$ cat src/verilog/video_consts.svh
`ifndef VIDEO_CONSTS_SVH
`define VIDEO_CONSTS_SVH

// horizontal raster in clock cycles per line
`define H_VISIBLE       16
`define H_TOTAL         24
`define H_SYNC_START    18
`define H_SYNC_WIDTH    3

// vertical raster in lines per frame
`define V_VISIBLE       16
`define V_TOTAL         20
`define V_SYNC_START    17
`define V_SYNC_WIDTH    2

// frame buffer geometry
`define BUF_LINE_LENGTH 16
`define BUF_WORDS       256

// osd background rectangle, end is exclusive
`define OSD_X_START     4
`define OSD_X_END       12
`define OSD_Y_START     4
`define OSD_Y_END       12

// osd background dimming in 256ths
`define OSD_ALPHA       64

// counters to video_out: address reg, ram read, output reg
`define OUT_LATENCY     3

`endif

$ cat src/verilog/video_pkg.sv
`default_nettype none

package video_pkg;

    // red in [23:16], green in [15:8], blue in [7:0]
    typedef logic [23:0] pixel_t;

    // word address into the frame buffer
    typedef logic [7:0] buf_addr_t;

    // raster counter for x or y
    typedef logic [5:0] coord_t;

    // multiplier in 256ths, 256 passes the channel through
    typedef logic [8:0] intensity_t;

    // video generator control
    typedef enum logic {
        GEN_WAIT,
        GEN_RUN
    } gen_state_t;

endpackage

`default_nettype wire

$ cat src/verilog/ram2video.sv
`timescale 1ns/1ps
`default_nettype none
`include "video_consts.svh"

module ram2video (
    input  wire logic                  clock,
    input  wire logic                  combined_reset,
    input  wire logic                  ld_rise,
    input  wire logic                  ld_fall,
    input  wire logic                  start_trigger,
    input  wire logic                  line_doubler,
    input  wire logic                  scanline_enable,
    input  wire video_pkg::intensity_t scanline_intensity,
    input  wire logic                  enable_osd,
    output video_pkg::buf_addr_t       rd_addr,
    input  wire video_pkg::pixel_t     rd_data,
    output video_pkg::pixel_t          video_out,
    output logic                       hsync,
    output logic                       vsync,
    output logic                       draw_area
);

    localparam int UNITY = 256;

    video_pkg::gen_state_t state;
    video_pkg::coord_t     x;
    video_pkg::coord_t     y;
    video_pkg::coord_t     x_d1;
    video_pkg::coord_t     y_d1;
    video_pkg::coord_t     x_d2;
    video_pkg::coord_t     y_d2;
    video_pkg::coord_t     line_sel;
    video_pkg::buf_addr_t  addr_next;
    video_pkg::intensity_t osd_scan_factor;
    video_pkg::intensity_t factor;

    logic restart;
    logic run_d1;
    logic run_d2;
    logic in_draw;
    logic in_osd;
    logic on_scanline;
    logic in_hsync;
    logic in_vsync;

    function automatic video_pkg::pixel_t scale_pixel(
        input video_pkg::pixel_t     p,
        input video_pkg::intensity_t f
    );
        logic [16:0] r_prod;
        logic [16:0] g_prod;
        logic [16:0] b_prod;
        r_prod = p[23:16] * f;
        g_prod = p[15:8] * f;
        b_prod = p[7:0] * f;
        return {r_prod[15:8], g_prod[15:8], b_prod[15:8]};
    endfunction

    // any doubler change reruns the whole start sequence
    assign restart = combined_reset | ld_rise | ld_fall;

    always_ff @(posedge clock) begin
        if (restart) begin
            state <= video_pkg::GEN_WAIT;
            x     <= '0;
            y     <= '0;
        end else if (state == video_pkg::GEN_WAIT) begin
            if (start_trigger) begin
                state <= video_pkg::GEN_RUN;
            end
        end else begin
            if (x == `H_TOTAL - 1) begin
                x <= '0;
                if (y == `V_TOTAL - 1) begin
                    y <= '0;
                end else begin
                    y <= y + 1'b1;
                end
            end else begin
                x <= x + 1'b1;
            end
        end
    end

    // each buffer line is shown twice with the doubler on
    always_comb begin
        line_sel = line_doubler ? (y >> 1) : y;
        if (x < `H_VISIBLE && y < `V_VISIBLE) begin
            addr_next = video_pkg::buf_addr_t'(`BUF_LINE_LENGTH * line_sel + x);
        end else begin
            addr_next = '0;
        end
    end

    // stage 1 presents the address, stage 2 has the ram data
    always_ff @(posedge clock) begin
        rd_addr <= addr_next;
        x_d1    <= x;
        y_d1    <= y;
        x_d2    <= x_d1;
        y_d2    <= y_d1;
    end

    always_ff @(posedge clock) begin
        if (restart) begin
            run_d1 <= 1'b0;
            run_d2 <= 1'b0;
        end else begin
            run_d1 <= (state == video_pkg::GEN_RUN);
            run_d2 <= run_d1;
        end
    end

    always_comb begin
        in_draw = x_d2 < `H_VISIBLE && y_d2 < `V_VISIBLE;
        in_osd = enable_osd
            && x_d2 >= `OSD_X_START && x_d2 < `OSD_X_END
            && y_d2 >= `OSD_Y_START && y_d2 < `OSD_Y_END;
        on_scanline = scanline_enable && (line_doubler ? y_d2[1] : y_d2[0]);
        in_hsync = x_d2 >= `H_SYNC_START && x_d2 < `H_SYNC_START + `H_SYNC_WIDTH;
        in_vsync = y_d2 >= `V_SYNC_START && y_d2 < `V_SYNC_START + `V_SYNC_WIDTH;
        osd_scan_factor = video_pkg::intensity_t'((`OSD_ALPHA * scanline_intensity) >> 8);
        if (in_osd) begin
            factor = on_scanline ? osd_scan_factor : video_pkg::intensity_t'(`OSD_ALPHA);
        end else begin
            factor = on_scanline ? scanline_intensity : video_pkg::intensity_t'(UNITY);
        end
    end

    // syncs are active low
    always_ff @(posedge clock) begin
        if (restart || !run_d2) begin
            video_out <= '0;
            draw_area <= 1'b0;
            hsync     <= 1'b1;
            vsync     <= 1'b1;
        end else begin
            video_out <= in_draw ? scale_pixel(rd_data, factor) : '0;
            draw_area <= in_draw;
            hsync     <= !in_hsync;
            vsync     <= !in_vsync;
        end
    end

    // hsync low must match the counter position OUT_LATENCY cycles back
    a_hsync_window: assert property (
        @(posedge clock) disable iff (combined_reset)
        !hsync |-> ($past(x, `OUT_LATENCY) >= `H_SYNC_START
                    && $past(x, `OUT_LATENCY) < `H_SYNC_START + `H_SYNC_WIDTH)
    );

    a_no_draw_waiting: assert property (
        @(posedge clock) disable iff (combined_reset)
        (state == video_pkg::GEN_WAIT) |-> !draw_area
    );

endmodule

`default_nettype wire

$ cat config.mk
export PLATFORM = sky130hd
export DESIGN_NAME = ram2video
export DESIGN_NICKNAME = d
export VERILOG_FILES = /design/src/verilog/video_pkg.sv /design/src/verilog/ram2video.sv
export VERILOG_INCLUDE_DIRS = /design/src /design/src/verilog
export SDC_FILE = /design/constraint.sdc
export NUM_CORES = 1
export LEC_CHECK = 0
export BUFFER_PORTS_ARGS = -buffer_cell sky130_fd_sc_hd__buf_2
export CAP_MARGIN = 20
export CORE_MARGIN = 2
export CORE_UTILIZATION = 25
export CTS_BUF_LIST = sky130_fd_sc_hd__clkbuf_4 sky130_fd_sc_hd__clkbuf_8 sky130_fd_sc_hd__clkbuf_16
export DETAILED_ROUTE_END_ITERATION = 12
export GPL_TIMING_DRIVEN = 0
export SETUP_SLACK_MARGIN = 0.15
export SYNTH_ARGS = -nofsm -noshare
export SYNTH_HDL_FRONTEND = slang
export SYNTH_SLANG_ARGS = --single-unit
$ cat constraint.sdc
create_clock -name clock -period 12.5 [get_ports clock]
set_input_delay 0.625 -clock clock [delete_from_list [all_inputs] [get_ports clock]]
set_output_delay 0.625 -clock clock [all_outputs]
set_load 0.02 [all_outputs]
==> flow_metrics.tcl <==
set metrics [dict create \
    globalRouteTotalUtil_pct 12.1 \
    yosysUniqueCellTypes 48 \
    cpMaxStageDelayCell "o21ai_0" \
    arrival_ns 6.95 \
    ff_latch_area_um2 1480 \
    clkSinkCount 74 \
    cp_data_required_time_ns 12.72 \
    nNetsFinal 1301 \
    syn_to_final_growth_pct 14.3 \
    die_span_in_y_um 191 \
    synth_enable_flop_cells 0 \
    avgRoutedWirePerCell_um 13.9 \
    setup_ws_ns 5.77 \
    synthArstFlopShare_pct 0 \
    clk_path_buf_depth 2 \
    ctsHtreeMaxLevel 3 \
    final_period_minus_worst_setup_slack_ns 6.73 \
    clock_tree_from_tritoncts "done" \
    cts.root.buffer_cell "clkbuf_16" \
    yosys_warnings 0 \
    mappedNetlistArea_um2 8770 \
    peakVddDrop_mv 0.0625 \
    detailedPlacementHpwl_um 17000 \
    vias_in_the_first_global_route 6636 \
    clock.fmax_mhz 149 \
    nFillCells 3728 \
    design_power_total_mw 0.556 \
    timing.setup.tns_ns 0 \
    ws_path_type "flop to flop" \
    crit_path_top_cell_by_count "fa_1" \
    predominant_post_synthesis_flop_cell "dfxtp_1" \
    maxSlewViolCount 0 \
    hold_fix_buffers_cts 0 \
    multiInputGateArea_um2 6550 \
    timing.reg2reg.setup_slack_ns 5.77 \
    unrepaired_setup_endpoints_after_global_routing "no" \
    max_slew_margin_pct 37.2 \
    final_layout_size_suffix_gt1_share_pct 10.1 \
    die_area_um2 36600 \
    routed_via_density 4.30 \
    grt_antenna_before_repair 5 \
    gpl.final_weighted_congestion 0.836 \
    syn_area_per_cell_um2 9.20 \
    final_cell_count_no_fill 1502 \
    final_antenna_net_count 0 \
    setup-violations-final 0 \
    run_status "completed" \
    final_hold_viol_count 0 \
    place_ws_ns 5.62 \
    io_buffer_count 74 \
    die_w_um 191 \
    cell_count_post_placement 1483 \
    critPathLaunchType "flop" \
    detail_route.first_pass.iterations 4 \
    clock_insertion_delay_worst_skew_ns 0.35 \
    ys_ff_latch 74 \
    final_common_cell "inv_1" \
    maximum_number_of_pins_on_one_net_before_global_route_repair 15 \
    total_of_cells_resized_after_clock_tree_synthesis 0 \
    route.vias.total 6465 \
    postSynthCellCount 954 \
    critical_path.endpoint_type "flop" \
    globalRouteOverflowTotal 0 \
    detailed_route_drc_error_count 0 \
    largest_fanout_of_any_net_on_the_critical_path 10 \
    wl_um 20900 \
    ioPinCount 76 \
    initial_utilization_pct 25.4 \
    grt_pass1_wl_um 34200 \
    yosysSeqAreaShare_pct 16.9 \
    drt_iter0_drc 242 \
    mostFrequentLayoutCells "inv_1, and2_1, fa_1" \
    cts_made_buffers 9 \
    tightestPinTransition_ns 0.932 \
    p_leak_nw 5.16 \
    postCtsSetupBuffers 0 \
    fin_crit_sh_pct 53.8 \
    timing.critical_path.slowest_cell_delay_ns 0.77 \
    core-area_um2 34500 \
    clock_transition_at_path_regs_ns 0.06 \
    max_cap_violations 0 \
    cp_cell_sequence "nor3_1 > nand4_1 > buf_2 > o21ai_0 > clkbuf_1 > and2_1 > fa_1 > fa_1 > fa_1 > inv_1 > fa_1 > inv_1 > ha_1 > a21o_1 > a21oi_1 > o21bai_1 > a211oi_1 > o21bai_1 > a21oi_1 > xor2_1 > nor2_1" \
    finClkSkew_ns 0.00684 \
    synthesis.nets 1216 \
    number_of_rows_in_the_core_area 68 \
    holdCritPathClass "flop to flop" \
    power_per_cell_area_nw_per_um2 55.5 \
]
==> stage by stage <==
| step | utilization, % | hold WS, ns | cell area, um^2 |
|---|---|---|---|
| finish | 29.0 | 0.321 | 10000 |
| global route | 29.0 | 0.330 | 10000 |
| CTS | 29.0 | 0.323 | 10000 |
| detailed placement | 28.1 | 0.312 | 9710 |
| global placement | 28.1 | 0.311 | 9710 |
| floorplan | - | 0.310 | 8770 |
==> cell usage after synthesis, types with 2 or more instances <==
| master | count | area share [%] |
|---|---|---|
| a211oi_1 | 5 | 0.43 |
| ha_1 | 100 | 14 |
| nor2_1 | 47 | 2.0 |
| or3_1 | 3 | 0.21 |
| xor2_1 | 20 | 2.0 |
| o21ai_0 | 12 | 0.68 |
| mux2i_1 | 13 | 1.5 |
| mux2_2 | 2 | 0.26 |
| fa_1 | 121 | 28 |
| a21oi_1 | 21 | 1.2 |
| inv_1 | 171 | 7.3 |
| o21bai_1 | 4 | 0.34 |
| nor3b_1 | 4 | 0.34 |
| a21o_1 | 14 | 1.2 |
| and3_1 | 2 | 0.14 |
| nand2_1 | 61 | 2.6 |
| and2_1 | 170 | 12 |
| nand2b_1 | 3 | 0.21 |
| buf_2 | 3 | 0.17 |
| nand3_1 | 9 | 0.51 |
| nand4_1 | 14 | 1.0 |
| xnor2_1 | 26 | 2.6 |
| clkbuf_1 | 20 | 0.86 |
| nor3_1 | 4 | 0.23 |
| a31oi_1 | 4 | 0.29 |
| nor2b_1 | 3 | 0.21 |
| and4_1 | 3 | 0.30 |
| a41oi_2 | 2 | 0.37 |
| dfxtp_1 | 74 | 17 |
==> critical path, delay by kind of cell (launching register included) <==
| family | cells | cell delay (ns) |
|---|---|---|
| AO/OA/AOI/OAI | 7 | 1.98 |
| XOR/XNOR | 1 | 0.16 |
| adder cells (fa/ha/maj) | 5 | 2.31 |
| buffers and inverters | 4 | 0.90 |
| flip-flops | 1 | 0.32 |
| AND/OR/NAND/NOR | 4 | 0.92 |
==> flip-flops by register name (all words and copies together) (netlist names) <==
register	count
rd_addr	8
x_d2	6
x	6
video_out	24
hsync	1
run_d1	1
y_d1	6
y	6
draw_area	1
x_d1	6
state	1
y_d2	6
vsync	1
run_d2	1
==> logic make-up (layout without fill, tap and decap cells) <==
group | Yosys count | after routing | synth area share, %
AND/OR/NAND/NOR | 333 | 333 | 21.0
adder cells (fa/ha/maj) | 221 | 221 | 41.9
buffers and inverters | 195 | 285 | 8.47
flip-flops | 74 | 74 | 16.9
AO/OA/AOI/OAI | 69 | 69 | 5.29
XOR/XNOR | 46 | 46 | 4.59
multiplexers | 16 | 16 | 1.91
other | 0 | 3 | 0
==> per-layer routing <==
layer  wire length, um  global-route usage, %  up-vias
li1                  -                      -     3142
met1              9520                   15.8     3169
met2              9610                   19.6      128
met3              1450                   3.43       22
met4               281                   3.52        4
met5                18                      0        -
==> where the power goes <==
group | total, mW | switching (mW) | internal [mW]
clock | 0.273 | 0.111 | 0.162
sequential | 0.236 | 0.0000795 | 0.236
combinational | 0.0478 | 0.0295 | 0.0182
total | 0.556 | 0.140 | 0.416
==> path summary, 6_finish.rpt <==
check                  startpoint                       end  cells after the start
hold / removal    y_d1[3]$_DFF_P_           y_d2[3]$_DFF_P_                      0
setup / recovery  y_d2[5]$_DFF_P_  video_out[13]$_SDFF_PP0_                     21
setup reg to reg  y_d2[5]$_DFF_P_  video_out[13]$_SDFF_PP0_                     21
hold reg to reg   y_d1[3]$_DFF_P_           y_d2[3]$_DFF_P_                      0
==> final cells by class <==
class	count	area share [%]
multi-input combinational	685	65.3
sequential	74	14.8
inverter	171	6.40
tap	455	5.68
timing repair buffer	74	3.69
clock buffer	10	2.38
buffer	24	1.01
clock inverter	6	0.699
antenna	3	0.0748
No activity file was read; power rests on OpenSTA's default activity.
