<file path="config.mk">
export PLATFORM = sky130hd
export DESIGN_NAME = pixel_capture
export DESIGN_NICKNAME = d
export VERILOG_FILES = /design/src/verilog/video_pkg.sv /design/src/verilog/pixel_capture.sv
export VERILOG_INCLUDE_DIRS = /design/src /design/src/verilog
export SDC_FILE = /design/constraint.sdc
export NUM_CORES = 1
export LEC_CHECK = 0
export BUFFER_PORTS_ARGS = -buffer_cell sky130_fd_sc_hd__buf_2
export CORE_AREA = 2 2 65 67
export DETAILED_ROUTE_END_ITERATION = 8
export DIE_AREA = 0 0 67 69
export PLACE_DENSITY = 0.82
export RECOVER_POWER = 100
export SETUP_SLACK_MARGIN = 0.5
export SLEW_MARGIN = 20
export SYNTH_ARGS = -nofsm -noshare
export SYNTH_HDL_FRONTEND = slang
export SYNTH_SLANG_ARGS = --single-unit
</file>
<file path="constraint.sdc">
create_clock -name clock -period 2.6 [get_ports clock]
set_clock_uncertainty 0.15 [all_clocks]
set_input_delay 0.26 -clock clock [delete_from_list [all_inputs] [get_ports clock]]
set_output_delay 0.26 -clock clock [all_outputs]
set_load 0.05 [all_outputs]
</file>
<file path="src/verilog/video_consts.svh">
`ifndef VIDEO_CONSTS_SVH
`define VIDEO_CONSTS_SVH

// horizontal raster in clock cycles per line
`define H_VISIBLE       16
`define H_TOTAL         24
`define H_SYNC_START    18
`define H_SYNC_WIDTH    3

// vertical raster in lines per frame
`define V_VISIBLE       16
`define V_TOTAL         20
`define V_SYNC_START    17
`define V_SYNC_WIDTH    2

// frame buffer geometry
`define BUF_LINE_LENGTH 16
`define BUF_WORDS       256

// osd background rectangle, end is exclusive
`define OSD_X_START     4
`define OSD_X_END       12
`define OSD_Y_START     4
`define OSD_Y_END       12

// osd background dimming in 256ths
`define OSD_ALPHA       64

// counters to video_out: address reg, ram read, output reg
`define OUT_LATENCY     3

`endif

</file>
<file path="src/verilog/video_pkg.sv">
`default_nettype none

package video_pkg;

    // red in [23:16], green in [15:8], blue in [7:0]
    typedef logic [23:0] pixel_t;

    // word address into the frame buffer
    typedef logic [7:0] buf_addr_t;

    // raster counter for x or y
    typedef logic [5:0] coord_t;

    // multiplier in 256ths, 256 passes the channel through
    typedef logic [8:0] intensity_t;

    // video generator control
    typedef enum logic {
        GEN_WAIT,
        GEN_RUN
    } gen_state_t;

endpackage

`default_nettype wire

</file>
<file path="src/verilog/pixel_capture.sv">
`timescale 1ns/1ps
`default_nettype none
`include "video_consts.svh"

module pixel_capture (
    input  wire logic              clock,
    input  wire logic              combined_reset,
    input  wire video_pkg::pixel_t in_pixel,
    input  wire logic              in_valid,
    input  wire logic              in_frame_start,
    output logic                   wr_en,
    output video_pkg::buf_addr_t   wr_addr,
    output video_pkg::pixel_t      wr_data,
    output logic                   start_trigger
);

    // one bit wider than the address so it can stop at BUF_WORDS
    logic [8:0] wr_count;
    logic       trigger_sent;
    logic       line_done;
    logic       accept;

    assign accept = in_valid && (in_frame_start || wr_count < `BUF_WORDS);

    always_ff @(posedge clock) begin
        if (combined_reset) begin
            wr_count      <= '0;
            wr_en         <= 1'b0;
            trigger_sent  <= 1'b0;
            line_done     <= 1'b0;
            start_trigger <= 1'b0;
        end else begin
            wr_en     <= accept;
            line_done <= 1'b0;
            // line_done marks the cycle the last pixel of line 0 is in the ram
            start_trigger <= line_done;
            if (accept) begin
                if (in_frame_start) begin
                    wr_count     <= 9'd1;
                    trigger_sent <= 1'b0;
                end else begin
                    wr_count <= wr_count + 1'b1;
                    if (wr_count == `BUF_LINE_LENGTH - 1 && !trigger_sent) begin
                        line_done    <= 1'b1;
                        trigger_sent <= 1'b1;
                    end
                end
            end
        end
    end

    // write port payload
    always_ff @(posedge clock) begin
        if (accept) begin
            wr_addr <= in_frame_start ? '0 : video_pkg::buf_addr_t'(wr_count);
            wr_data <= in_pixel;
        end
    end

    // a full buffer stays untouched until the next frame start
    a_no_write_past_end: assert property (
        @(posedge clock) disable iff (combined_reset)
        (wr_count == `BUF_WORDS) |=> (!wr_en || wr_addr == '0)
    );

endmodule

`default_nettype wire

</file>
==> results of run 1 <==
==> logic make-up (layout without fill, tap and decap cells) <==
family	count (synthesis)	in the layout
AOI/OAI and AO/OA	16	16
adders and majority gates	1	1
buffers and inverters	5	96
DFF	45	45
muxes	2	2
and+or+nand+nor	36	36
==> state kept, by name, summed over array words and instances, names as in the netlist <==
name / cells
wr_en: 1
trigger_sent: 1
start_trigger: 1
wr_data: 24
line_done: 1
wr_addr: 8
wr_count: 9
==> worst paths after layout <==
| check | slack, ns | endpoint | cells past startpoint |
|---|---|---|---|
| worst max register to register | 0.58 | wr_data[1] | 3 |
| worst max-delay path | 0.58 | wr_data[1] | 3 |
| worst min-delay path | 0.07 | wr_count[1] | 2 |
| worst min register to register | 0.28 | line_done | 1 |
==> timing repair <==
item	CTS	global route
resized for setup	1	1
hold buffers	24	0
pin swaps	0	0
hold endpoints to repair	24	0
endpoints found under the setup margin	21	7
==> Yosys cell counts (all sizes together) <==
| library cell | n |
|---|---|
| a21o | 1 |
| a21oi | 7 |
| buf | 2 |
| clkbuf | 1 |
| dfxtp | 13 |
| edfxtp | 32 |
| ha | 1 |
| inv | 2 |
| mux2i | 2 |
| nand2 | 6 |
| nand2b | 2 |
| nand3 | 4 |
| nand4 | 1 |
| nor2 | 1 |
| nor2b | 10 |
| nor3 | 2 |
| nor3b | 1 |
| nor4 | 3 |
| nor4b | 1 |
| o21a | 3 |
| o21ai | 1 |
| o31ai | 4 |
| or4 | 5 |
==> worst max-delay path, delay by kind of cell, from the launching register on <==
kind | cells | cell delay [ns]
and+or+nand+nor | 2 | 0.94
buffers and inverters | 1 | 0.29
DFF | 1 | 0.38
==> power by group <==
part / switching [mW] / leakage, nW / internal [mW]
Sequential: 0.0123 / 0.423 / 0.807
Combinational: 0.172 / 0.339 / 0.0580
Clock: 0.230 / 0.0687 / 0.387
Total: 0.415 / 0.831 / 1.25
==> layout make-up <==
class / count / area share (%)
inverter: 2 / 0.327
clock inverter: 3 / 3.00
sequential: 45 / 53.2
tap: 50 / 2.73
multi-input combinational: 55 / 15.5
clock buffer: 5 / 3.00
timing repair buffer: 86 / 22.2
==> per-layer routing <==
layer | part of all wire [%] | up-vias
li1 | - | 575
met3 | 10 | 5
met5 | 0 | -
met4 | 0.97 | 0
met1 | 43 | 531
met2 | 45 | 59
==> flow_summary.ini, run 1 <==
[status]
outcome = finished clean

[timing]
whs_ns = 0.0667
worst_slack_ns = 0.578
finalHoldViolations = 0
fin_crit_sh_pct = 77.8
slew_violations = 0
rsz0062_at_grt = no
finalSetupTns_ns = 0
final-setup-viol-count = 0
max_freq_mhz = 494
slew_headroom_pct = 39.8
worst_pin_slew_ns = 0.901
fin_crit_ns = 2.02

[cts]
cts-buffers-inserted = 5
cts_sinks = 45
clk_path_buf_depth = 2
clk_latency_ns = 0.29
htreeDepth = 2
cts_setup_buffers = 0
path_clk_slew_ns = 0.08
tritoncts = yes
ctsRootBufferMaster = clkbuf_8

[critical_path]
critPathCaptureType = flip-flop
crit_path_top_delay_cell = nor2b_1
worstSetupPathType = reg2reg
timing.rr.start = wr_count[8]
cp.required_ns = 2.48
max_stage_delay_ns = 0.74
worstSetupStartpointType = flip-flop
path_max_fanout = 21
path_cells = nor2b_1 > nor2_4 > buf_4
crit_start = wr_count[8]
worstPathArrival_ns = 1.90

[drt]
post_drt_via_cell_ratio = 4.76
drtIter0Drc = 71
vias = 1170
drc = 0
detail-route-antenna-nets = 0
dr.pass1.iters = 4
wl_per_cell_um = 13.8
wl_um = 3400

[synth]
synth_xor_area_share_pct = 0
ys_types = 27
synth_top_family_by_area = simple AND/OR/NAND/NOR gates
synthAdderAreaFrac_pct = 0.773
avgSynthCellArea_um2 = 15.4
muxShareOfSynthArea_pct = 1.24
syn_inst = 105
syn_area_mm2 = 0.00162
synth_fp_nets = 134
synth_area_leaders = edfxtp_1 59%, dfxtp_1 16%, nor2b_1 3.9%, a21oi_1 2.2%, o31ai_1 1.9%
synth_top_area_share_pct = 59.4
synth_warnings = 0
synth_compound_area_share_pct = 6.26
ys_seq_elements = 45
synth_top_cell_by_area = edfxtp_1
yosys.area_share.simple_pct = 14.5
synth-seq-area-share_pct = 75.5

[global_route]
met2_usage_pct = 24.4
grt_max_degree = 22
use_met3_pct = 5.22
grt_pass1_vias = 1097
antenna_found_initial = 0
grt.overflow.total = 0
gr-usage-all-layers_pct = 14.4
top_usage_layer = met2
use_met1_pct = 16.9
grt_pass1_wl_um = 5040

[layout]
final.fill_count = 327
multi_input_area_um2 = 355
final_cell_mix = 34 x clkbuf_1, 32 x edfxtp_1, 26 x buf_2
fin_nets = 224
fin_area_mm2 = 0.00229
post-route-util_pct = 58.6
drive_above_1_share_pct = 20.4
seqCellArea_mm2 = 0.00122
final_common_cell = clkbuf_1
diodes = 0
finalNonFillerCells = 246
syn2layout_area_growth_pct = 41.8

[power_and_ir_drop]
power.leakage_nw = 0.831
peakVddDrop_mv = 0.268
p_per_area_mw_per_mm2 = 726
total_power_mw = 1.67

[die]
placementRows = 23
dieWidth_um = 67
start_util_pct = 41.3
die_y_um = 69
coreArea_mm2 = 0.00391
die_area_mm2 = 0.00462
ios = 62

[placement]
routabilityCongestion = 0.801
placed_area_mm2 = 0.00198
numPortBuffers = 61
place_inst = 214
dpl_worst_slack_ns = 0.435
hpwlAfterDp_um = 2200

[worst_hold_path]
hp-class = in2reg
hp-start = combined_reset

[job]
max_cap_viol_count = 0
Power figures use the tool's default switching activity.
==> inputs of run 2 (changes only) <==
--- a/config.mk
+++ b/config.mk
@@ -7,10 +7,10 @@
 export NUM_CORES = 1
 export LEC_CHECK = 0
 export BUFFER_PORTS_ARGS = -buffer_cell sky130_fd_sc_hd__buf_2
-export CORE_AREA = 2 2 65 67
+export CORE_AREA = 2 2 62 64
 export DETAILED_ROUTE_END_ITERATION = 8
-export DIE_AREA = 0 0 67 69
-export PLACE_DENSITY = 0.82
+export DIE_AREA = 0 0 64 66
+export PLACE_DENSITY = 0.85
 export RECOVER_POWER = 100
 export SETUP_SLACK_MARGIN = 0.5
 export SLEW_MARGIN = 20
==> constraint.sdc (replaced) <==
create_clock -name clock -period 2.1 [get_ports clock]
set_clock_uncertainty 0.15 [all_clocks]
set_input_delay 0.21 -clock clock [delete_from_list [all_inputs] [get_ports clock]]
set_output_delay 0.21 -clock clock [all_outputs]
set_load 0.05 [all_outputs]
==> flow_summary.ini, run 2 (synthesized netlist as in run 1, its figures left out) <==
[cts]
path_clk_slew_ns = 0.11
clk_latency_ns = 0.34
htreeDepth = 2
tritoncts = yes
clk_path_buf_depth = 2
cts-buffers-inserted = 5
ctsRootBufferMaster = clkbuf_4
cts_sinks = 45

[global_route]
grt_max_degree = 34
grt_pass1_vias = 1092
antenna_found_initial = 0
grt.overflow.total = 0
grt_pass1_wl_um = 5070
gr-usage-all-layers_pct = 16.6

[timing]
fin_crit_sh_pct = 84.3
worst_pin_slew_ns = 0.675
finalHoldViolations = 0
rsz0062_at_grt = no
final-setup-viol-count = 0
max_freq_mhz = 565
slew_violations = 0
fin_crit_ns = 1.77
finalSetupTns_ns = 0
slew_headroom_pct = 55.0

[status]
outcome = finished clean

[worst_hold_path]
whs_path_depth = 2
hold_path_end = line_done
hp-class = in2reg
hp-start = in_frame_start

[layout]
top_register = wr_data
diodes = 0
final_common_cell = clkbuf_1
fin_nets = 226
reg_top3 = wr_data (24), wr_count (9), wr_addr (8)
drive_above_1_share_pct = 19.2
syn2layout_area_growth_pct = 38.4
final_cell_mix = 39 x clkbuf_1, 32 x edfxtp_1, 25 x dlygate4sd3_1
post-route-util_pct = 63.0
largest_reg_flops = 24
final.fill_count = 280

[die]
die_y_um = 66
placementRows = 22
ios = 62
dieWidth_um = 64
die_area_mm2 = 0.00422
coreArea_mm2 = 0.00355
start_util_pct = 45.6

[critical_path]
worstSetupPathType = reg2reg
crit_path_top_delay_cell = or4_4
path_cells = or4_4 > nor4_1 > nor4b_4
max_stage_delay_ns = 0.52
crit_start = wr_count[4]
worstSetupStartpointType = flip-flop
reg2reg_depth = 3
crit_buf_inv = 0
r2r_setup_slack_ns = 0.33
path_max_fanout = 6
critPathCaptureType = flip-flop
crit_family = simple AND/OR/NAND/NOR gates
cp.depth = 3
timing.rr.start = wr_count[4]
timing.rr.end = line_done
worstPathArrival_ns = 1.88
cp.required_ns = 2.21

[placement]
routabilityCongestion = 0.858
numPortBuffers = 61

[job]
max_cap_viol_count = 0

[drt]
wl_um = 3430
post_drt_via_cell_ratio = 4.89
vias = 1203
wl_per_cell_um = 14.0
detail-route-antenna-nets = 0
drtIter0Drc = 49
drc = 0
dr.pass1.iters = 4

[power_and_ir_drop]
peakVddDrop_mv = 0.303
power.leakage_nw = 0.793
p_per_area_mw_per_mm2 = 748
run 2: worst max-delay path by stage:
stage / end / slack (ns)
6_report: line_done / 0.33
5_1_grt: line_done / 0.27
4_1_cts: wr_count[4] / 0.53
3_5_place_dp: wr_count[4] / 0.51
3_3_place_gp: wr_count[4] / 0.57
2_1_floorplan: wr_addr[0] / 0.46
run 2: per-stage QoR:
stage	power, mW	worst slack, ns	instances	area (µm²)	hold WS [ns]
finish	1.67	0.331	246	2240	0.109
global route	1.75	0.266	246	2240	0.109
CTS	1.71	0.526	245	2300	0.0898
detailed placement	1.30	0.510	212	2000	0.238
global placement	1.30	0.568	212	2000	0.237
floorplan	1.22	0.457	105	1640	0.129
run 2: final cells by class:
type	instances	area (µm²)	share of cell area (%)
timing repair buffer	88	520	23.3
multi-input combinational	55	378	16.9
inverter	2	7.51	0.335
tap	48	60.1	2.68
clock inverter	2	10.0	0.447
sequential	45	1220	54.6
clock buffer	6	41.3	1.84
run 2: worst reg2reg max path, stage by stage, from the launching register on:
cell and delay, ns:
dfxtp_1 0.39, or4_4 0.52, nor4_1 0.36, nor4b_4 0.27
run 2: metal layers:
metal	GRT usage, %	part of all wire [%]
met1	19.1	42
met2	27.6	49
met3	6.64	7.8
met4	6.52	1.2
met5	0	0
run 2: repair_timing:
| item | 4_1_cts | 5_1_grt |
|---|---|---|
| resized for setup | 1 | 6 |
| endpoints found under the hold margin | 28 | 0 |
| setup buffers | 0 | 1 |
| hold buffers | 25 | 0 |
| endpoints found under the setup margin | 1 | 3 |
run 2: report_power, final:
group | internal (mW) | total, mW | switching [mW] | leakage, nW
clock | 0.128 | 0.372 | 0.244 | 0.0320
combinational | 0.0713 | 0.287 | 0.216 | 0.339
sequential | 1.00 | 1.02 | 0.0158 | 0.423
total | 1.20 | 1.67 | 0.475 | 0.793
